$ cat config.mk
export PLATFORM = sky130hd
export DESIGN_NAME = obj_scan_flat
export DESIGN_NICKNAME = d
export VERILOG_FILES = /design/src/design/obj_pkg.sv /design/src/design/video_pkg.sv /design/src/design/obj_draw_if.sv /design/src/design/obj_scan.sv /design/src/flat_wrapper.sv
export SDC_FILE = /design/constraint.sdc
export NUM_CORES = 1
export LEC_CHECK = 0
export ABC_CLOCK_PERIOD_IN_PS = 5500
export BUFFER_PORTS_ARGS = -buffer_cell sky130_fd_sc_hd__buf_4
export CAP_MARGIN = 30
export CORE_UTILIZATION = 45
export CTS_CLUSTER_DIAMETER = 120
export CTS_CLUSTER_SIZE = 10
export DETAILED_ROUTE_END_ITERATION = 10
export GPL_TIMING_DRIVEN = 0
export PLACE_DENSITY_LB_ADDON = 0.15
export SKIP_LAST_GASP = 1
export SYNTH_ARGS = -nofsm -noshare
export SYNTH_HDL_FRONTEND = slang
export SYNTH_SLANG_ARGS = --single-unit
$ cat constraint.sdc
create_clock -name clk -period 5.5 [get_ports clk]
set_clock_uncertainty 0.05 [all_clocks]
set_input_delay 1.1 -clock clk [delete_from_list [all_inputs] [get_ports clk]]
set_output_delay 1.1 -clock clk [all_outputs]
set_load 0.02 [all_outputs]
$ cat src/design/obj_pkg.sv
// object entry layout, object RAM sizing and CPU register map of the sprite engine
package obj_pkg;

    typedef logic [10:0] obj_code_t;    // tile code

    // word 0 holds the vertical placement and the attributes
    typedef struct packed {
        logic       enable;
        logic [2:0] prio;
        logic       hflip;
        logic       vflip;
        logic       size;               // 1 selects 8x8
        logic [8:0] y;
    } obj_w0_t;

    typedef struct packed {
        logic [6:0] pal;
        logic [8:0] x;
    } obj_w1_t;

    typedef struct packed {
        logic [4:0] spare;
        obj_code_t  code;
    } obj_w2_t;

    // word 3 carries nothing
    typedef struct packed {
        obj_w2_t w2;
        obj_w1_t w1;
        obj_w0_t w0;
    } obj_entry_t;

    localparam int WORDS_PER_OBJ = 4;

    localparam logic [8:0] REG_XOFF = 9'h100;
    localparam logic [8:0] REG_YOFF = 9'h101;
    localparam logic [8:0] REG_ARM  = 9'h102;

    typedef logic [15:0] rom_addr_t;    // code * 32 + row * 2 + half

    function automatic rom_addr_t rom_addr_of(obj_code_t code, logic [3:0] row, logic half);
        return {code, row, half};
    endfunction

endpackage

$ cat src/design/video_pkg.sv
// raster position types and the object pixel format of the video path
package video_pkg;

    // horizontal pixel position as counted by hdump
    typedef logic [8:0] hpos_t;

    // line number as counted by vrender
    typedef logic [8:0] vpos_t;

    // one object layer pixel
    typedef struct packed {
        logic [2:0] prio;
        logic [6:0] pal;
        logic [3:0] color;
    } obj_pxl_t;

    localparam logic [3:0] TRANSPARENT = 4'hf;  // never stored by the drawer

endpackage

$ cat src/design/obj_draw_if.sv
// draw request channel from the object scanner to the object drawer
interface obj_draw_if;
    import video_pkg::*;
    import obj_pkg::*;

    logic       draw;       // single cycle request
    logic       busy;
    obj_code_t  code;
    hpos_t      xpos;       // offset already added
    logic [3:0] row;        // tile row after vflip
    logic       size;
    logic       hflip;
    logic [6:0] pal;
    logic [2:0] prio;

    modport scanner (
        output draw, code, xpos, row, size, hflip, pal, prio,
        input  busy
    );

    modport drawer (
        input  draw, code, xpos, row, size, hflip, pal, prio,
        output busy
    );
endinterface

$ cat src/design/obj_scan.sv
// object scanner, walks the active bank at each line start and requests draws
module obj_scan #(
    parameter int  OBJ_COUNT = 32,
    localparam int AW        = $clog2(OBJ_COUNT * obj_pkg::WORDS_PER_OBJ)
) (
    input  logic             clk,
    input  logic             rst,
    input  logic             hs,
    input  video_pkg::vpos_t vrender,
    output logic [AW-1:0]    scan_addr,
    input  logic [15:0]      scan_data,
    input  video_pkg::hpos_t xoffset,
    input  video_pkg::vpos_t yoffset,
    obj_draw_if.scanner      dr
);
    import video_pkg::*;
    import obj_pkg::*;

    typedef enum logic [2:0] {S_IDLE, S_W0, S_W1, S_W2, S_W3, S_DRAW} state_t;

    state_t        state;
    logic [AW-3:0] obj_idx;
    logic [1:0]    sub;
    logic          hs_l;
    logic          last;
    obj_w0_t       w0;
    obj_w1_t       w1;
    obj_w2_t       w2;
    vpos_t         ydiff;
    logic          inzone;
    logic [3:0]    row;

    // RAM read has one cycle of latency, word n is seen one state later
    assign sub       = state == S_W1 ? 2'd1 : state == S_W2 ? 2'd2 : 2'd0;
    assign scan_addr = {obj_idx, sub};
    assign last      = obj_idx == (AW-2)'(OBJ_COUNT - 1);

    assign w0 = obj_w0_t'(scan_data);
    assign w1 = obj_w1_t'(scan_data);
    assign w2 = obj_w2_t'(scan_data);

    always_comb begin
        ydiff  = vrender + 9'd1 - w0.y - yoffset;   // next line, wraps at 512
        inzone = w0.enable && (w0.size ? ydiff[8:3] == '0 : ydiff[8:4] == '0);
        if (w0.size) begin
            row = {1'b0, ydiff[2:0] ^ {3{w0.vflip}}};
        end else begin
            row = ydiff[3:0] ^ {4{w0.vflip}};
        end
    end

    always_ff @(posedge clk or posedge rst) begin
        if (rst) begin
            state   <= S_IDLE;
            obj_idx <= '0;
            hs_l    <= 1'b0;
            dr.draw <= 1'b0;
        end else begin
            hs_l    <= hs;
            dr.draw <= 1'b0;
            case (state)
                S_W0: state <= S_W1;
                S_W1: begin
                    if (inzone) begin
                        state <= S_W2;
                    end else if (last) begin
                        state <= S_IDLE;
                    end else begin
                        obj_idx <= obj_idx + 1'b1;
                        state   <= S_W0;
                    end
                end
                S_W2: state <= S_W3;
                S_W3: state <= S_DRAW;
                S_DRAW: begin
                    if (!dr.busy) begin     // held while the drawer works
                        dr.draw <= 1'b1;
                        if (last) begin
                            state <= S_IDLE;
                        end else begin
                            obj_idx <= obj_idx + 1'b1;
                            state   <= S_W0;
                        end
                    end
                end
                default: ;
            endcase
            if (hs && !hs_l) begin      // restart, pending object dropped
                state   <= S_W0;
                obj_idx <= '0;
                dr.draw <= 1'b0;
            end
        end
    end

    // request fields, latched by the drawer on draw
    always_ff @(posedge clk) begin
        case (state)
            S_W1: begin
                dr.row   <= row;
                dr.size  <= w0.size;
                dr.hflip <= w0.hflip;
                dr.prio  <= w0.prio;
            end
            S_W2: begin
                dr.xpos <= w1.x + xoffset;
                dr.pal  <= w1.pal;
            end
            S_W3: dr.code <= w2.code;
            default: ;
        endcase
    end

endmodule

$ cat src/flat_wrapper.sv
// flat-port wrapper written by rule: the top's interface ports become plain ports
module obj_scan_flat import video_pkg::*; import obj_pkg::*;
#(
    parameter int  OBJ_COUNT = 32,
    localparam int AW        = $clog2(OBJ_COUNT * obj_pkg::WORDS_PER_OBJ)
)
  (clk, rst, hs, vrender, scan_addr, scan_data, xoffset, yoffset, dr_draw, dr_code, dr_xpos, dr_row, dr_size, dr_hflip, dr_pal, dr_prio, dr_busy);
  obj_draw_if dr_i ();
  input  logic clk;
  input  logic rst;
  input  logic hs;
  input  video_pkg::vpos_t vrender;
  output logic [AW-1:0] scan_addr;
  input  logic [15:0] scan_data;
  input  video_pkg::hpos_t xoffset;
  input  video_pkg::vpos_t yoffset;
  output wire logic [$bits(dr_i.draw)-1:0] dr_draw;
  output wire logic [$bits(dr_i.code)-1:0] dr_code;
  output wire logic [$bits(dr_i.xpos)-1:0] dr_xpos;
  output wire logic [$bits(dr_i.row)-1:0] dr_row;
  output wire logic [$bits(dr_i.size)-1:0] dr_size;
  output wire logic [$bits(dr_i.hflip)-1:0] dr_hflip;
  output wire logic [$bits(dr_i.pal)-1:0] dr_pal;
  output wire logic [$bits(dr_i.prio)-1:0] dr_prio;
  input wire logic [$bits(dr_i.busy)-1:0] dr_busy;
  assign dr_draw = dr_i.draw;
  assign dr_code = dr_i.code;
  assign dr_xpos = dr_i.xpos;
  assign dr_row = dr_i.row;
  assign dr_size = dr_i.size;
  assign dr_hflip = dr_i.hflip;
  assign dr_pal = dr_i.pal;
  assign dr_prio = dr_i.prio;
  assign dr_i.busy = dr_busy;
  obj_scan #(.OBJ_COUNT(OBJ_COUNT)) u_core (.clk(clk), .rst(rst), .hs(hs), .vrender(vrender), .scan_addr(scan_addr), .scan_data(scan_data), .xoffset(xoffset), .yoffset(yoffset), .dr(dr_i));
endmodule
# Word-level counts from Yosys, hierarchy flattened
# Index checks and enable logic that the tools add are counted.
# Widths: inputs -> output; s select.
# op_classes
magnitude_cmp,0
n_bitwise,2
add_sub_neg,5
shift,0
n_eq_ne,8
n_mux,17
n_div,0
n_mul,0
n_reduce_logical,9
# ops
op,n
$mux 5,4
$sub 9x9->9,2
$pmux 3 s5,1
$mux 3,4
$pmux 5 s2,1
$add 9x1->9 const B,1
$add 9x9->9,1
$eq 3x2->1 const B,2
$eq 3x3->1 const B,2
$logic_not 6->1,1
$reduce_bool 6->1,1
$add 5x1->5 const B,1
$eq 5x5->1 const B,1
$logic_not 5->1,1
$mux 1,5
$mux 2,2
$xor 4x4->4,1
$eq 3x1->1 const B,1
$ne 3x2->1 const B,1
$ne 3x3->1 const B,1
$reduce_and 3->1,1
$reduce_bool 3->1,1
$xor 3x3->3,1
$logic_and 1x1->1,2
2 further kinds,2
# word_totals
out_inout_bits,44
ramBits,0
ff_bits,46
mem_count,0
latch_bits,0
mem_bits_ro,0
input_bits,47

# Longest topological paths before layout
# depth
depth_word,9
mapped_depth,12

# Worst setup path after synthesis
# No wires, ideal clock.
# synth_timing
kind,input-to-reg
startpoint,input scan_data[1]
endpoint,register u_core.obj_idx[0]
path_buffers,0
stages,12
slack_ns,1.645
t_required_ns,5.371
arrival_ns,3.726
cell_sequence,ha_1 -> fa_1 -> inv_1 -> ha_1 -> fa_1 -> and3_1 -> nor4_1 -> nor2b_1 -> nor4_4 -> nand2_2 -> nand2_2 -> mux2i_1
# synth_via
elab_chain_cells,7
elab_cells_between_ends,8
# synth_rtl
element,line,rtl
from (decl),flat_wrapper.sv:14,input logic [15:0] scan_data;
$sub 9x9->9 (*) (2 in series),obj_scan.sv:43,ydiff = vrender + 9'd1 - w0.y - yoffset;
$logic_not 6->1 / $logic_not 5->1 (equally long branches),obj_scan.sv:44,inzone = w0.enable && (w0.size ? ydiff[8:3] == '0 : ydiff[8:4] == '0);
$mux 1 (*),obj_scan.sv:44,
$logic_and 1x1->1 (*),obj_scan.sv:44,
$ne 3x3->1 (no source line) (*),-,
$reduce_and 3->1 (no source line) (*),-,
to (signal assigned),obj_scan.sv:69,obj_idx <= obj_idx + 1'b1;
to (signal assigned),obj_scan.sv:81,obj_idx <= obj_idx + 1'b1;
to (decl),obj_scan.sv:22,logic [AW-3:0] obj_idx;
# Mark *: on every way between the ends. The rest lies on a longest branch, timed or not.
# A chain may end at the register's enable or synchronous reset.

# Final worst setup path
# Same ends and word-level chain as after synthesis.

==> flow_metrics.env <==
export IMPL_outcome="completed"
export IMPL_rsz0062_at_grt="no"
export IMPL_netlist_area_leader_share_pct=40.32
export IMPL_relSlewSlack_pct=60.68
export IMPL_clk_pin_slew_ns=0.09
export IMPL_grt_pass1_vias=1829
export IMPL_clock_sinks=46
export IMPL_clk_latency_ns=0.30
export IMPL_maxSlewViolCount=0
export IMPL_setup_tns_ns=0
export IMPL_post_cts_buffers=0
export IMPL_crit_chain="buf_4, ha_1, fa_1, inv_1, ha_1, fa_1, and3_1, nor4_1, nor2b_1, nor4_4, nand2_2, nand2_2, mux2i_1"
export IMPL_tritoncts="yes"
export IMPL_mostFrequentLayoutCells="buf_4 (90), edfxtp_1 (36), inv_1 (32), ha_1 (28)"
export IMPL_setup_viol=0
export IMPL_dr_pass1_iters=4
export IMPL_grtUsageMet2_pct=30.26
export IMPL_synth_edf_count=36
export IMPL_dp_hpwl_mm=4.065
export IMPL_grt_max_degree=17
export IMPL_nFillCells=487
export IMPL_cts_hold_buf=0
export IMPL_crit_path_top_delay_cell="fa_1"
export IMPL_synth_net_count=304
export IMPL_grtUsageMet3_pct=4.368
export IMPL_mostFrequentLayoutCell="buf_4"
export IMPL_finalCriticalPeriod_ns=3.878
export IMPL_critical_path_class="input pin to flop"
export IMPL_synth_async_reset_ratio_pct=21.74
export IMPL_worstSetupPathDepth=13
export IMPL_initial_core_util_pct=47.81
export IMPL_r2r_start="u_core.state[1]"
export IMPL_area_growth_pct=32.66
export IMPL_tightest_slew_ns=0.5866
export IMPL_hold_violations=0
export IMPL_timing_rr_end="u_core.obj_idx[0]"
export IMPL_timing_hold_worst_start="u_core.obj_idx[4]"
export IMPL_wl_per_cell_um=12.84
export IMPL_track_usage_pct=17.39
export IMPL_routed_wl_mm=5.022
export IMPL_rows=27
export IMPL_grt_busiest_layer="met2"
export IMPL_clockRootBuffer="clkbuf_8"
export IMPL_ys_types=40
export IMPL_grt_overflow=0
export IMPL_max_freq_ghz=0.2579
export IMPL_drc=0
export IMPL_p_leak_nw=1.681
export IMPL_cts_buffers=5
export IMPL_cp_start_kind="input pin"
export IMPL_htreeDepth=2
export IMPL_grt_pass1_wl_mm=8.321
export IMPL_num_vias=1912
export IMPL_coreArea_mm2=0.005608
export IMPL_yosys_warnings=0
export IMPL_whs_path_depth=2
export IMPL_area_sequential_mm2=0.001331
export IMPL_synth_ff_latch_count=46
export IMPL_crit_family="adder cells"
export IMPL_finalCritPeriodShare_pct=70.51
export IMPL_power_density_mw_per_mm2=379.8
export IMPL_yosys_top_cells_area="edfxtp_1 (40%), ha_1 (13%), dfrtp_1 (9.3%)"
export IMPL_ys_flop_type="edfxtp_1"
export IMPL_finalWeightedCongestion=0.8314
export IMPL_ctsResizeCount=0
export IMPL_syn_avg_cell_area_um2=12.19
export IMPL_fin_hold_ws_ns=0.5156
export IMPL_worst_setup_path_end_kind="flop"
export IMPL_drive_gt1_share_pct=34.48
export IMPL_multiInputGateArea_mm2=0.001217
export IMPL_fin_nets=402
export IMPL_worstHoldPathType="flop to flop"
export IMPL_critPathRequiredTime_ns=5.68
export IMPL_critPathBufInv=2
export IMPL_via_per_inst=4.890
export IMPL_reg2regPathDepth=8
export IMPL_grt_antenna_before_repair=0
export IMPL_ff2ff_setup_slack_ns=3.26
export IMPL_die_w_um=79.19
export IMPL_holdPathEnd="u_core.obj_idx[4]"
export IMPL_die_area_mm2=0.006271
export IMPL_diodes=0
export IMPL_drv_cap=0
export IMPL_cpPeakStageDelay_ns=0.51
export IMPL_peakVddDrop_mv=0.1961
export IMPL_yosys_area_top_type="edfxtp_1"
export IMPL_gr_usage_met1_pct=21.01
export IMPL_synth_cells=220
export IMPL_pin_count=91
export IMPL_yosysSeqAreaShare_pct=49.65
export IMPL_io_buffers=90
export IMPL_cp_max_fo=5
export IMPL_cp_data_arrival_time_ns=4.06
export IMPL_ant_nets=0
export IMPL_max_clock_path_buffers=2
export IMPL_drt_iter0_drc=102
export IMPL_syn_cell_area_mm2=0.002681
export IMPL_fp_dieH_um=79.19
routing by layer:
metal / vias to the layer above / share of wire [%]
met3: 6 / 7.5
met5: - / 0
li1: 968 / -
met1: 872 / 43
met4: 0 / 1.4
met2: 66 / 48
metrics by stage:
stage          setup WS, ns  total power [W]  cell area (µm²)  cells  utilization (%)
6_report              1.622         0.001351             3557    391            63.43
5_1_grt               1.412         0.001438             3557    391            63.43
4_1_cts               1.586         0.001361             3557    391            63.43
3_5_place_dp          1.267         0.001147             3463    383            61.76
3_3_place_gp          1.331         0.001133             3447    382            61.47
2_1_floorplan         1.645        0.0009312             2681    220                -
worst max path at each step:
stage / startpoint / endpoint / slack, ns
CTS: scan_data[1] / u_core.obj_idx[0] / 1.59
global route: scan_data[1] / u_core.obj_idx[4] / 1.41
global placement: scan_data[1] / u_core.obj_idx[1] / 1.33
finish: scan_data[1] / u_core.obj_idx[0] / 1.62
floorplan: scan_data[1] / u_core.obj_idx[0] / 1.64
detailed placement: scan_data[1] / u_core.obj_idx[0] / 1.27
final cells by class:
cell class                 instances  share of cell area (%)
sequential                        46                   37.43
multi-input combinational        138                   34.22
timing repair buffer              91                   19.31
inverter                          34                   3.623
tap                               72                   2.533
clock buffer                       5                   1.935
clock inverter                     3                  0.7035
buffer                             2                  0.2462
kinds of logic (layout without fill, tap and decap cells):
kind of cell | Yosys count | count (layout) | synth area share, %
muxes | 3 | 3 | 1.120
xor gates and xnor gates | 21 | 21 | 6.860
DFF | 46 | 46 | 49.65
and+or+nand+nor | 40 | 40 | 8.539
AOI/OAI and AO/OA | 37 | 37 | 8.913
adders and majority gates | 37 | 37 | 19.79
buffers and inverters | 36 | 135 | 5.133
tightest hold or removal path: stages, from the launching register on:
cell and delay [ns]:
dfrtp_1 0.41, nand2_1 0.07, mux2i_1 0.06
synthesized netlist by cell type, types with 2 or more instances:
| master | count |
|---|---|
| a21o_1 | 4 |
| a21oi_1 | 15 |
| a31oi_1 | 3 |
| and3_1 | 3 |
| and3_2 | 2 |
| dfrtp_1 | 10 |
| edfxtp_1 | 36 |
| fa_1 | 9 |
| ha_1 | 28 |
| inv_1 | 32 |
| mux2i_1 | 3 |
| nand2_1 | 9 |
| nand2_2 | 2 |
| nand2b_1 | 3 |
| nand3_1 | 3 |
| nand4_1 | 2 |
| nor2_1 | 7 |
| nor2b_1 | 2 |
| nor3_1 | 2 |
| o21ai_0 | 5 |
| o21bai_1 | 2 |
| xnor2_1 | 15 |
| xor2_1 | 6 |
power breakdown:
group	internal [W]	total, W	switching (W)
registers	0.000485	0.000520	0.0000352
logic	0.000259	0.000617	0.000358
clock network	0.0000918	0.000213	0.000122
total	0.000836	0.00135	0.000515
flip-flops by register name, indices dropped and copies added (netlist names), 3 cells and up:
signal,count
u_core.dr.code,11
u_core.dr.xpos,9
u_core.dr.pal,7
u_core.obj_idx,5
u_core.dr.row,4
u_core.dr.prio,3
u_core.state,3
No activity file was read; power rests on OpenSTA's default activity.
