File: src/design/obj_pkg.sv
// object entry layout, object RAM sizing and CPU register map of the sprite engine
package obj_pkg;

    typedef logic [10:0] obj_code_t;    // tile code

    // word 0 holds the vertical placement and the attributes
    typedef struct packed {
        logic       enable;
        logic [2:0] prio;
        logic       hflip;
        logic       vflip;
        logic       size;               // 1 selects 8x8
        logic [8:0] y;
    } obj_w0_t;

    typedef struct packed {
        logic [6:0] pal;
        logic [8:0] x;
    } obj_w1_t;

    typedef struct packed {
        logic [4:0] spare;
        obj_code_t  code;
    } obj_w2_t;

    // word 3 carries nothing
    typedef struct packed {
        obj_w2_t w2;
        obj_w1_t w1;
        obj_w0_t w0;
    } obj_entry_t;

    localparam int WORDS_PER_OBJ = 4;

    localparam logic [8:0] REG_XOFF = 9'h100;
    localparam logic [8:0] REG_YOFF = 9'h101;
    localparam logic [8:0] REG_ARM  = 9'h102;

    typedef logic [15:0] rom_addr_t;    // code * 32 + row * 2 + half

    function automatic rom_addr_t rom_addr_of(obj_code_t code, logic [3:0] row, logic half);
        return {code, row, half};
    endfunction

endpackage

File: src/design/video_pkg.sv
// raster position types and the object pixel format of the video path
package video_pkg;

    // horizontal pixel position as counted by hdump
    typedef logic [8:0] hpos_t;

    // line number as counted by vrender
    typedef logic [8:0] vpos_t;

    // one object layer pixel
    typedef struct packed {
        logic [2:0] prio;
        logic [6:0] pal;
        logic [3:0] color;
    } obj_pxl_t;

    localparam logic [3:0] TRANSPARENT = 4'hf;  // never stored by the drawer

endpackage

File: src/design/obj_cpu_port.sv
// Wishbone classic slave for the object engine with offset and arm registers
module obj_cpu_port #(
    parameter int  OBJ_COUNT = 32,
    localparam int AW        = $clog2(OBJ_COUNT * obj_pkg::WORDS_PER_OBJ)
) (
    input  logic             clk,
    input  logic             rst,
    input  logic             cyc,
    input  logic             stb,
    input  logic             we,
    input  logic [8:0]       adr,
    input  logic [15:0]      dat_i,
    output logic [15:0]      dat_o,
    output logic             ack,
    output logic             ram_we,
    output logic [AW-1:0]    ram_addr,
    output logic [15:0]      ram_wdata,
    input  logic [15:0]      ram_rdata,
    output video_pkg::hpos_t xoffset,
    output video_pkg::vpos_t yoffset,
    output logic             arm,
    input  logic             arm_clr
);
    import obj_pkg::*;

    logic req;      // cycle seen, not yet acknowledged
    logic ram_sel;
    logic reg_we;

    assign req     = cyc & stb & ~ack;
    assign ram_sel = 32'(adr) < OBJ_COUNT * WORDS_PER_OBJ;
    assign reg_we  = req & we & ~ram_sel;

    assign ram_we    = req & we & ram_sel;
    assign ram_addr  = adr[AW-1:0];
    assign ram_wdata = dat_i;

    // staging RAM data arrives in the ack cycle, adr is held by the master
    always_comb begin
        dat_o = '0;
        if (ram_sel) begin
            dat_o = ram_rdata;
        end else begin
            case (adr)
                REG_XOFF: dat_o = {7'd0, xoffset};
                REG_YOFF: dat_o = {7'd0, yoffset};
                REG_ARM:  dat_o = {15'd0, arm};
                default:  dat_o = '0;
            endcase
        end
    end

    always_ff @(posedge clk or posedge rst) begin
        if (rst) begin
            ack     <= 1'b0;
            xoffset <= '0;
            yoffset <= '0;
            arm     <= 1'b0;
        end else begin
            ack <= req;
            if (arm_clr) arm <= 1'b0;   // copy has started
            if (reg_we) begin
                case (adr)
                    REG_XOFF: xoffset <= dat_i[8:0];
                    REG_YOFF: yoffset <= dat_i[8:0];
                    REG_ARM:  arm     <= 1'b1;  // data ignored
                    default:  ;
                endcase
            end
        end
    end

endmodule

File: config.mk
export PLATFORM = sky130hd
export DESIGN_NAME = obj_cpu_port
export DESIGN_NICKNAME = d
export VERILOG_FILES = /design/src/design/obj_pkg.sv /design/src/design/video_pkg.sv /design/src/design/obj_cpu_port.sv
export SDC_FILE = /design/constraint.sdc
export NUM_CORES = 1
export LEC_CHECK = 0
export CAP_MARGIN = 10
export CORE_MARGIN = 2
export CORE_UTILIZATION = 66
export DETAILED_ROUTE_END_ITERATION = 7
export DONT_BUFFER_PORTS = 1
export HOLD_SLACK_MARGIN = 0.02
export PLACE_DENSITY_LB_ADDON = 0.15
export SLEW_MARGIN = 0
export SYNTH_ARGS = -nofsm -noshare
export SYNTH_HDL_FRONTEND = slang
export SYNTH_SLANG_ARGS = --single-unit
File: constraint.sdc
create_clock -name clk -period 3.9 [get_ports clk]
set_clock_uncertainty 0.1 [all_clocks]
set_input_delay 0.975 -clock clk [delete_from_list [all_inputs] [get_ports clk]]
set_output_delay 0.975 -clock clk [all_outputs]
set_load 0.02 [all_outputs]
Word-level counts from Yosys, hierarchy flattened
Index checks and enable logic that the tools add are counted.
{"block": "totals", "regBits": 20, "in_bits": 47, "output_inout_bits": 60, "word_cells": 22}
{"block": "classes", "magnitude_cmp": 1, "eq_ne": 3, "n_mux": 5, "bitwise_logic": 7, "n_reduce_logical": 2}
{"operator": "$eq A9 B9 Y1 const B", "count": 3}
{"operator": "$pmux W9 S3", "count": 1}
{"operator": "$mux W16", "count": 1}
{"operator": "$lt A9 B8 Y1 const B", "count": 1}
{"operator": "$and A1 B1 Y1", "count": 5}
{"operator": "$reduce_and A2 Y1", "count": 2}
{"operator": "$mux W1", "count": 3}
{"operator": "$not A1 Y1", "count": 2}

Longest topological paths before layout
Gate-level depths: netlist of the first run.
{"block": "depth", "depth_word": 5, "ltp_mapped": 6, "mapped_depth_nobuf": 4}

Worst setup path after synthesis of the first run
No wires, ideal clock.
{"block": "synth_timing", "path_kind": "input port to output port", "from": "input port adr[8]", "to": "output port dat_o[1]", "t_arrival_ns": 1.875, "required_ns": 2.825, "path_slack_ns": 0.950, "stages": 5, "n_path_buf": 1, "path_cell_list": "nor2b_1 > and4_1 > buf_6 > a222oi_1 > inv_1"}
{"block": "synth_between", "elab_chain_len": 3, "word_cells_on_any_way": 6, "cone_classes": "1 x order compare; 3 x eq/ne; 2 x mux"}
{"element": "start, declared", "line": "obj_cpu_port.sv:11", "rtl": "input logic [8:0] adr,"}
{"element": "parallel branches: the longest is 2 deep, another holds $lt A9 B8 Y1"}
{"element": "$mux W16 (*)", "line": "obj_cpu_port.sv:41", "rtl": "if (ram_sel) begin"}
{"element": "end, declared", "line": "obj_cpu_port.sv:13", "rtl": "output logic [15:0] dat_o,"}
Every way passes the cells marked *.

Worst setup path after layout of the first run
{"block": "layout_timing", "from": "input port adr[0]", "to": "output port dat_o[1]"}
The elaborated chain is that of the path after synthesis.

==> key figures, run 1 <==
Power
  – Clock share of power: 32.9%
  – Leakage power: 0.585 nW
  – Share of power burned in registers: 59.3%
  – Gate power share: 7.7%
  – Power density cells: 322 nW/um^2
  – Sw Share: 23.8%
  – Internal power: 0.000273 W
  – P_sw: 0.0000851 W
  – Max VDD drop: 279 uV

Critical path
  – Critical path's largest stage delay: 0.51 ns
  – Crit path launch type: primary input
  – R2R Setup Slk: 2.11 ns
  – Crit path cell chain: nor3_1, and3_1, a222oi_1, inv_1
  – CP max stage cell: and3_1
  – Crit path DAT: 2.15 ns
  – Crit path max fanout: 10
  – Cell family with most CP delay: simple AND/OR/NAND/NOR gates
  – CP endpoint kind: output pin
  – Crit path buf inv count: 1
  – CP required: 2.82 ns
  – Kind of critical path: primary input to output pin

Place
  – Placed cells: 109
  – Post-DP HPWL: 1900 microns
  – Number of buffers added on ports: 0
  – Placer Congestion: 0.639

GRT
  – Largest net degree at the start of global routing: 21
  – Vias in the first global route: 790
  – First-pass GRT wire length: 3510 microns
  – GRT Util Overall: 22.6%
  – Initial antenna violation count: 0
  – Remaining global-route overflow: 0

Die
  – Initial Util: 71.3%
  – Die area: 2270 sq um
  – Die width: 47.7 microns
  – Area of the core: 1760 sq um
  – # IOs: 107
  – Die Ht: 47.7 microns
  – Standard-cell rows: 15

Timing
  – Pins over their slew limit: 0
  – Fin. Hold Viols: 0
  – Slew margin rel.: 50.9%
  – Worst Tran Pin Value: 0.735 ns
  – Setup violators final: 0
  – RSZ-0062 raised after global routing: no
  – Fmax: 310 MHz
  – Period Utilization, post-route: 82.8%
  – Setup tns final: 0 ns
  – Minimum clock period: 3.23 ns

Synth
  – Async SR Flop Fraction: 100%
  – Post-Syn Area: 1260 sq um
  – Sequential element share of the synthesized area: 39.8%
  – Mapped Nets: 158
  – Syn Inst Count: 111
  – Synth area leader: dfrtp_1
  – Top-count cell post-synth: buf_4
  – Seq cells post-synth: 20
  – Post-synth EDFFs: 0
  – Synth top area cells: dfrtp_1, buf_4, mux2_4
  – Top_reg_cell synth: dfrtp_1
  – Average size of a mapped cell: 11.3 sq um
  – Netlist cell types: 28
  – Top-area cell type share of the netlist area: 39.8%
  – Yosys warns: 0
  – Post-synth top cells: buf_4, dfrtp_1, inv_1

Clock network
  – Clk root buf: clkbuf_4
  – CTS tree: done
  – Cts hold-fix bufs: 0
  – Skew-Pair Late Insertion Delay: 0.30 ns
  – Clock-pin slew on the worst setup and hold paths: 0.11 ns
  – Post_cts resized: 0
  – TritonCTS buffer count: 3
  – CTS max path bufs: 2
  – CTS H-tree lvls: 1
  – CTS sink cnt: 20
  – # Post-CTS Setup Buffers: 0

Drt
  – First-pass detailed-route iteration total: 5
  – Post-route ant nets: 0
  – Starting DRT DRC Count: 43
  – Drt wl/cell: 22.0 microns
  – Detailed-route DRC error count: 0
  – Routed Wire Length: 2480 microns
  – Total vias in the final route: 752
  – Drt via density: 6.65

Cells and area
  – Number of fill cells in the layout: 156
  – Multi-input gate area: 504 sq um
  – Reg area: 500 sq um
  – Share of cells above drive strength 1: 23.9%
  – Area grow syn2layout: -11.7%
  – Ant diodes: 0
  – Nets: 136
  – Final cell count without fillers: 113
  – Final core occ: 62.9%

Job
  – Maxcap violations: 0

Run status
  – Status: finished, final reports clean

Min path
  – Hold Crit Class: flip-flop to flip-flop
==> worst reg2reg max path, cell delays in order (launching register included) <==
cell and delay (ns):
dfrtp_1 0.49, nand4b_1 0.30, nor2_4 0.18, and2_4 0.28, mux2_4 0.33
==> metal layers <==
| metal | vias to the layer above | GRT usage [%] | share of wire (%) | wire length, microns |
|---|---|---|---|---|
| met5 | - | 0 | 0 | 0 |
| met4 | 0 | 6.49 | 0 | 0 |
| met3 | 0 | 6.42 | 11 | 268 |
| met2 | 63 | 44.6 | 54 | 1350 |
| met1 | 371 | 22.6 | 35 | 864 |
| li1 | 318 | - | - | - |
==> layout make-up <==
cell class	count	share of cell area (%)
sequential	20	45.1
clock buffer	4	3.27
inverter	10	3.38
multi-input combinational	54	45.4
tap	25	2.82
==> power by group through the flow <==
stage	Sequential [W]	Combinational [W]	Clock (W)
after global routing	0.000213	0.0000309	0.000131
after floorplan	0.000216	0.0000594	0
after detailed placement	0.000216	0.0000284	0
final	0.000212	0.0000277	0.000118
after CTS	0.000212	0.0000285	0.000122
after global placement	0.000216	0.0000279	0
==> cells by family (layout without fill, tap and decap cells) <==
group | Yosys count | in the layout | synth area share [%]
and+or+nand+nor | 26 | 26 | 13.9
buffers and inverters | 37 | 14 | 20.1
AOI/OAI and AO/OA | 10 | 10 | 7.36
muxes | 18 | 18 | 18.8
DFF | 20 | 20 | 39.8
==> registers in the layout (all words and copies together) (netlist names) <==
name / count
arm: 1
yoffset: 9
xoffset: 9
ack: 1
==> stage by stage <==
step / power (W) / setup WS, ns / hold WS, ns / instance area (sq um)
detailed placement: 0.000245 / 0.679 / 0.514 / 1070
global placement: 0.000244 / 0.690 / 0.470 / 1070
floorplan: 0.000275 / 0.950 / 0.446 / 1260
global route: 0.000375 / 0.600 / 0.557 / 1110
CTS: 0.000363 / 0.673 / 0.531 / 1110
finish: 0.000358 / 0.671 / 0.525 / 1110
==> path summary, 6_finish.rpt <==
| check | from | to | cells after the start |
|---|---|---|---|
| setup / recovery | adr[0] | dat_o[1] | 4 |
| hold / removal | ack | ack | 1 |
| setup reg to reg | ack | yoffset[6] | 4 |
| hold reg to reg | ack | ack | 1 |
| max in group asynchronous | rst | yoffset[6] | 1 |
| min in group asynchronous | rst | xoffset[5] | 1 |
==> layout by cell type, fill, tap and decap left out, types with 2 or more instances in the layout <==
cell type,count
nor2_1,2
dfrtp_1,20
a222oi_1,8
mux2_4,9
clkbuf_4,3
nand2_1,2
mux2_1,6
mux2_2,3
inv_1,10
and2_1,7
nor3_1,2
nand4_1,2
No activity file was read; power rests on OpenSTA's default activity.
==> run 2, diff against run 1 <==
--- a/config.mk
+++ b/config.mk
@@ -7,7 +7,7 @@
 export LEC_CHECK = 0
 export CAP_MARGIN = 10
 export CORE_MARGIN = 2
-export CORE_UTILIZATION = 66
+export CORE_UTILIZATION = 55
 export DETAILED_ROUTE_END_ITERATION = 7
 export DONT_BUFFER_PORTS = 1
 export HOLD_SLACK_MARGIN = 0.02
==> constraint.sdc (replaced) <==
create_clock -name clk -period 2.65 [get_ports clk]
set_clock_uncertainty 0.1 [all_clocks]
set_input_delay 0.6625 -clock clk [delete_from_list [all_inputs] [get_ports clk]]
set_output_delay 0.6625 -clock clk [all_outputs]
set_load 0.02 [all_outputs]
==> key figures, run 2 (synthesized netlist as in run 1, its figures left out) <==
Cells and area
  – Area grow syn2layout: -7.16%
  – Most frequent cells in the layout: dfrtp_1, inv_1, mux2_4
  – Share of cells above drive strength 1: 28.0%
  – Most common cell after layout, fill and taps aside: dfrtp_1
  – Registers with the most flip-flops: xoffset: 9 flops, yoffset: 9 flops
  – Nets: 141
  – Ant diodes: 0
  – Post-route cell area: 1170 sq um

Drt
  – Detailed-route DRC error count: 0
  – First-pass detailed-route iteration total: 4
  – Post-route ant nets: 0
  – Drt via density: 6.47
  – Drt wl/cell: 20.8 microns
  – Total vias in the final route: 783
  – Starting DRT DRC Count: 49
  – Routed Wire Length: 2510 microns

Clock network
  – # Post-CTS Setup Buffers: 0
  – CTS max path bufs: 2
  – Clock-pin slew on the worst setup and hold paths: 0.12 ns
  – Clk root buf: clkbuf_4
  – Post_cts resized: 0
  – CTS sink cnt: 20
  – CTS H-tree lvls: 1
  – TritonCTS buffer count: 3
  – Skew-Pair Late Insertion Delay: 0.29 ns
  – Cts hold-fix bufs: 0
  – CTS tree: done

Power
  – Gate power share: 7.0%
  – Max VDD drop: 369 uV
  – Internal power: 0.000472 W
  – Sw Share: 21.8%
  – Clock share of power: 41.2%
  – P_sw: 0.000131 W
  – Share of power burned in registers: 51.8%
  – Power density cells: 517 nW/um^2
  – Leakage power: 0.619 nW

Job
  – Maxcap violations: 0

Timing
  – Setup tns final: 0 ns
  – Pins over their slew limit: 0
  – Fmax: 407 MHz
  – Worst Tran Pin Value: 0.751 ns
  – Minimum clock period: 2.46 ns
  – Slew margin rel.: 49.9%
  – RSZ-0062 raised after global routing: no
  – Fin. Hold Viols: 0
  – Period Utilization, post-route: 92.7%
  – Setup violators final: 0

Place
  – Dpl cell area: 1110 sq um
  – Post-DP HPWL: 1870 microns
  – Number of buffers added on ports: 0
  – Placer Congestion: 0.706

GRT
  – First-pass GRT wire length: 3680 microns
  – Remaining global-route overflow: 0
  – Initial antenna violation count: 0
  – Largest net degree at the start of global routing: 21
  – GR peak layer: met2
  – Met1 GRT Util: 26.9%
  – GRT met2 Usage: 28.2%
  – Global Route met3 Usage: 4.89%
  – Vias in the first global route: 716
  – GRT Util Overall: 19.1%

Die
  – Initial Util: 57.4%
  – Die width: 51.8 microns
  – Area of the core: 2190 sq um
  – Standard-cell rows: 17
  – # IOs: 107
  – Die Ht: 51.8 microns
  – Die area: 2680 sq um

Critical path
  – Crit path DAT: 1.69 ns
  – Worst-case reg-to-reg path depth: 4
  – Crit path max fanout: 5
  – CP startpoint: adr[8]
  – R2R Path Start: ack
  – Reg2reg end: yoffset[1]
  – CP endpoint kind: output pin
  – R2R Setup Slk: 0.90 ns
  – Crit path launch type: primary input
  – Kind of critical path: primary input to output pin
  – CP Capture Point: dat_o[8]
  – CP required: 1.89 ns

Run status
  – Status: finished, final reports clean

Min path
  – Hold Crit Class: primary input to asynchronous set/reset pin
run 2: changes by cell type in the layout (fill, tap and decap cells not counted):
cell and delta:
buf_4 +5, bufinv_16 +1, clkbuf_8 -1
run 2: area by class of cell:
| cell class | instances | area [sq um] |
|---|---|---|
| fill | 215 | 1020 |
| tap | 28 | 35.0 |
| inverter | 10 | 37.5 |
| clock inverter | 1 | 30.0 |
| sequential | 20 | 500 |
| multi-input combinational | 54 | 504 |
| timing repair buffer | 5 | 37.5 |
| clock buffer | 3 | 22.5 |
run 2: routing by layer:
| layer | vias up | part of all wire (%) | routed length, microns |
|---|---|---|---|
| met5 | - | 0 | 0 |
| met4 | 0 | 0.80 | 20 |
| met3 | 4 | 9.0 | 225 |
| met2 | 53 | 50 | 1250 |
| met1 | 392 | 40 | 1020 |
| li1 | 334 | - | - |
run 2: worst max-delay path, stage by stage:
cell,delay [ns]
nor2b_1,0.13
and4_1,0.21
buf_4,0.16
a222oi_1,0.35
inv_1,0.18
run 2: worst min-delay path by stage:
| stage | endpoint | slack, ns | depth (start not counted) |
|---|---|---|---|
| detailed placement | ack | 0.47 | 1 |
| global route | yoffset[1] | 0.30 | 1 |
| CTS | yoffset[3] | 0.29 | 1 |
| global placement | ack | 0.47 | 1 |
| finish | xoffset[5] | 0.27 | 1 |
| floorplan | ack | 0.45 | 1 |
run 2: power by group through the flow:
stage,Clock (W),Sequential [W],Combinational [W]
after floorplan,0,0.000318,0.0000875
after global placement,0,0.000318,0.0000428
after detailed placement,0,0.000318,0.0000433
after CTS,0.000255,0.000312,0.0000434
after global routing,0.000271,0.000313,0.0000470
final,0.000249,0.000312,0.0000424
run 2: metrics by stage:
stage          total power [W]  util (%)  hold slack, ns  instances  setup slack [ns]
6_report              0.000604      53.3           0.266        121             0.194
5_1_grt               0.000631      53.3           0.300        121            0.0829
3_3_place_gp          0.000361      50.9           0.465        117             0.232
3_5_place_dp          0.000362      50.9           0.474        117             0.199
2_1_floorplan         0.000405         -           0.446        111             0.325
4_1_cts               0.000611      53.3           0.289        121             0.193
==> run 3, diff against run 2 <==
--- a/config.mk
+++ b/config.mk
@@ -7,7 +7,7 @@
 export LEC_CHECK = 0
 export CAP_MARGIN = 10
 export CORE_MARGIN = 2
-export CORE_UTILIZATION = 55
+export CORE_UTILIZATION = 61
 export DETAILED_ROUTE_END_ITERATION = 7
 export DONT_BUFFER_PORTS = 1
 export HOLD_SLACK_MARGIN = 0.02
==> constraint.sdc (replaced) <==
create_clock -name clk -period 2.5 [get_ports clk]
set_clock_uncertainty 0.1 [all_clocks]
set_input_delay 0.625 -clock clk [delete_from_list [all_inputs] [get_ports clk]]
set_output_delay 0.625 -clock clk [all_outputs]
set_load 0.02 [all_outputs]
==> key figures, run 3 (synthesized netlist as in run 1, its figures left out) <==
Place
  – DP Worst Slack: 0.131 ns
  – Placer Congestion: 0.732
  – Number of buffers added on ports: 0
  – Post-DP HPWL: 1800 microns

Power
  – Power density cells: 543 nW/um^2
  – Share of power burned in registers: 52.1%
  – Leakage power: 0.616 nW
  – Gate power share: 7.1%
  – Clock share of power: 40.9%
  – Max VDD drop: 389 uV
  – P_sw: 0.000136 W
  – Internal power: 0.000500 W
  – Tot Pwr: 0.000636 W
  – Sw Share: 21.3%

Drt
  – Post-route ant nets: 0
  – First-pass detailed-route iteration total: 5
  – Total vias in the final route: 783
  – Starting DRT DRC Count: 20
  – Detailed-route DRC error count: 0
  – Drt via density: 6.58
  – Routed Wire Length: 2450 microns
  – Drt wl/cell: 20.5 microns

Job
  – Maxcap violations: 0

GRT
  – Vias in the first global route: 807
  – Largest net degree at the start of global routing: 21
  – Remaining global-route overflow: 0
  – Initial antenna violation count: 0
  – First-pass GRT wire length: 3840 microns
  – GRT Util Overall: 20.4%

Timing
  – Fmax: 420 MHz
  – Pins over their slew limit: 0
  – Period Utilization, post-route: 95.2%
  – Slew margin rel.: 50.4%
  – Hold slack final: 0.229 ns
  – Setup violators final: 0
  – RSZ-0062 raised after global routing: no
  – Fin. Hold Viols: 0
  – Minimum clock period: 2.38 ns
  – Setup slack after layout: 0.120 ns
  – Worst Tran Pin Value: 0.744 ns
  – Setup tns final: 0 ns

Cells and area
  – Area grow syn2layout: -6.87%
  – Nets: 140
  – Registers with the most flip-flops: xoffset: 9 flops, yoffset: 9 flops
  – Ant diodes: 0
  – Most common cell after layout, fill and taps aside: dfrtp_1
  – Share of cells above drive strength 1: 27.2%
  – Most frequent cells in the layout: dfrtp_1, inv_1, mux2_4
  – Final core occ: 59.7%

Critical path
  – Kind of critical path: primary input to output pin
  – Crit path buf inv count: 2
  – Crit path cell chain: nor2b_1, and4_1, buf_4, a222oi_1, inv_1
  – Crit path launch type: primary input
  – Cell family with most CP delay: buffers and inverters
  – CP required: 1.77 ns
  – Crit path max fanout: 10
  – R2R Setup Slk: 0.78 ns
  – Crit path DAT: 1.65 ns
  – CP endpoint kind: output pin
  – Critical path's largest stage delay: 0.35 ns
  – CP max stage cell: a222oi_1

Clock network
  – Skew-Pair Late Insertion Delay: 0.29 ns
  – Clk root buf: clkbuf_4
  – CTS H-tree lvls: 1
  – Clock-pin slew on the worst setup and hold paths: 0.12 ns
  – Cts hold-fix bufs: 0
  – CTS max path bufs: 2
  – CTS sink cnt: 20
  – CTS tree: done
  – TritonCTS buffer count: 3
  – # Post-CTS Setup Buffers: 0
  – Post_cts resized: 0

Die
  – Standard-cell rows: 16
  – Die area: 2440 sq um
  – Initial Util: 64.1%
  – # IOs: 107
  – Area of the core: 1960 sq um
  – Die width: 49.4 microns
  – Die Ht: 49.4 microns

Run status
  – Status: finished, final reports clean

Min path
  – Hold Crit Class: primary input to asynchronous set/reset pin
==> run 3: metal layers <==
| metal | track usage (%) | vias to the layer above | wire (microns) |
|---|---|---|---|
| li1 | - | 331 | - |
| met1 | 25.8 | 376 | 929 |
| met2 | 34.5 | 74 | 1200 |
| met3 | 4.91 | 2 | 305 |
| met4 | 6.48 | 0 | 6 |
| met5 | 0 | - | 0 |
==> run 3: through the flow <==
stage / cells / area, sq um
final: 119 / 1170
after global routing: 119 / 1170
after CTS: 119 / 1170
after detailed placement: 115 / 1120
after global placement: 115 / 1120
after floorplan: 111 / 1260
==> run 3: cell type report <==
| type | instances | area, sq um |
|---|---|---|
| flip-flops and latches | 20 | 500 |
| inverters | 10 | 37.5 |
| multi-input cells | 54 | 504 |
| clock buffers | 3 | 22.5 |
| well taps | 27 | 33.8 |
| clock inverters | 1 | 30.0 |
| repair buffers | 4 | 42.5 |
| fillers | 177 | 791 |
==> run 3: worst register-to-register path: stages, from the launching register on <==
cell and delay, ns:
dfrtp_1 0.48, nand4b_1 0.27, nor2_4 0.17, and2_4 0.28
mux2_4 0.33
==> run 3: final timing paths <==
| path | cells past startpoint | end | start |
|---|---|---|---|
| max reg2reg | 4 | yoffset[8] | ack |
| min reg2reg | 1 | ack | ack |
| max | 5 | dat_o[7] | adr[8] |
| max in group asynchronous | 1 | yoffset[0] | rst |
| min | 1 | yoffset[2] | rst |
| min in group clk | 1 | arm | arm_clr |
==> run 3: power by group through the flow <==
stage / combinational [W] / clock, W / sequential (W)
detailed placement: 0.0000459 / 0 / 0.000337
floorplan: 0.0000927 / 0 / 0.000337
global placement: 0.0000455 / 0 / 0.000337
finish: 0.0000450 / 0.000260 / 0.000331
CTS: 0.0000460 / 0.000268 / 0.000331
global route: 0.0000500 / 0.000282 / 0.000332
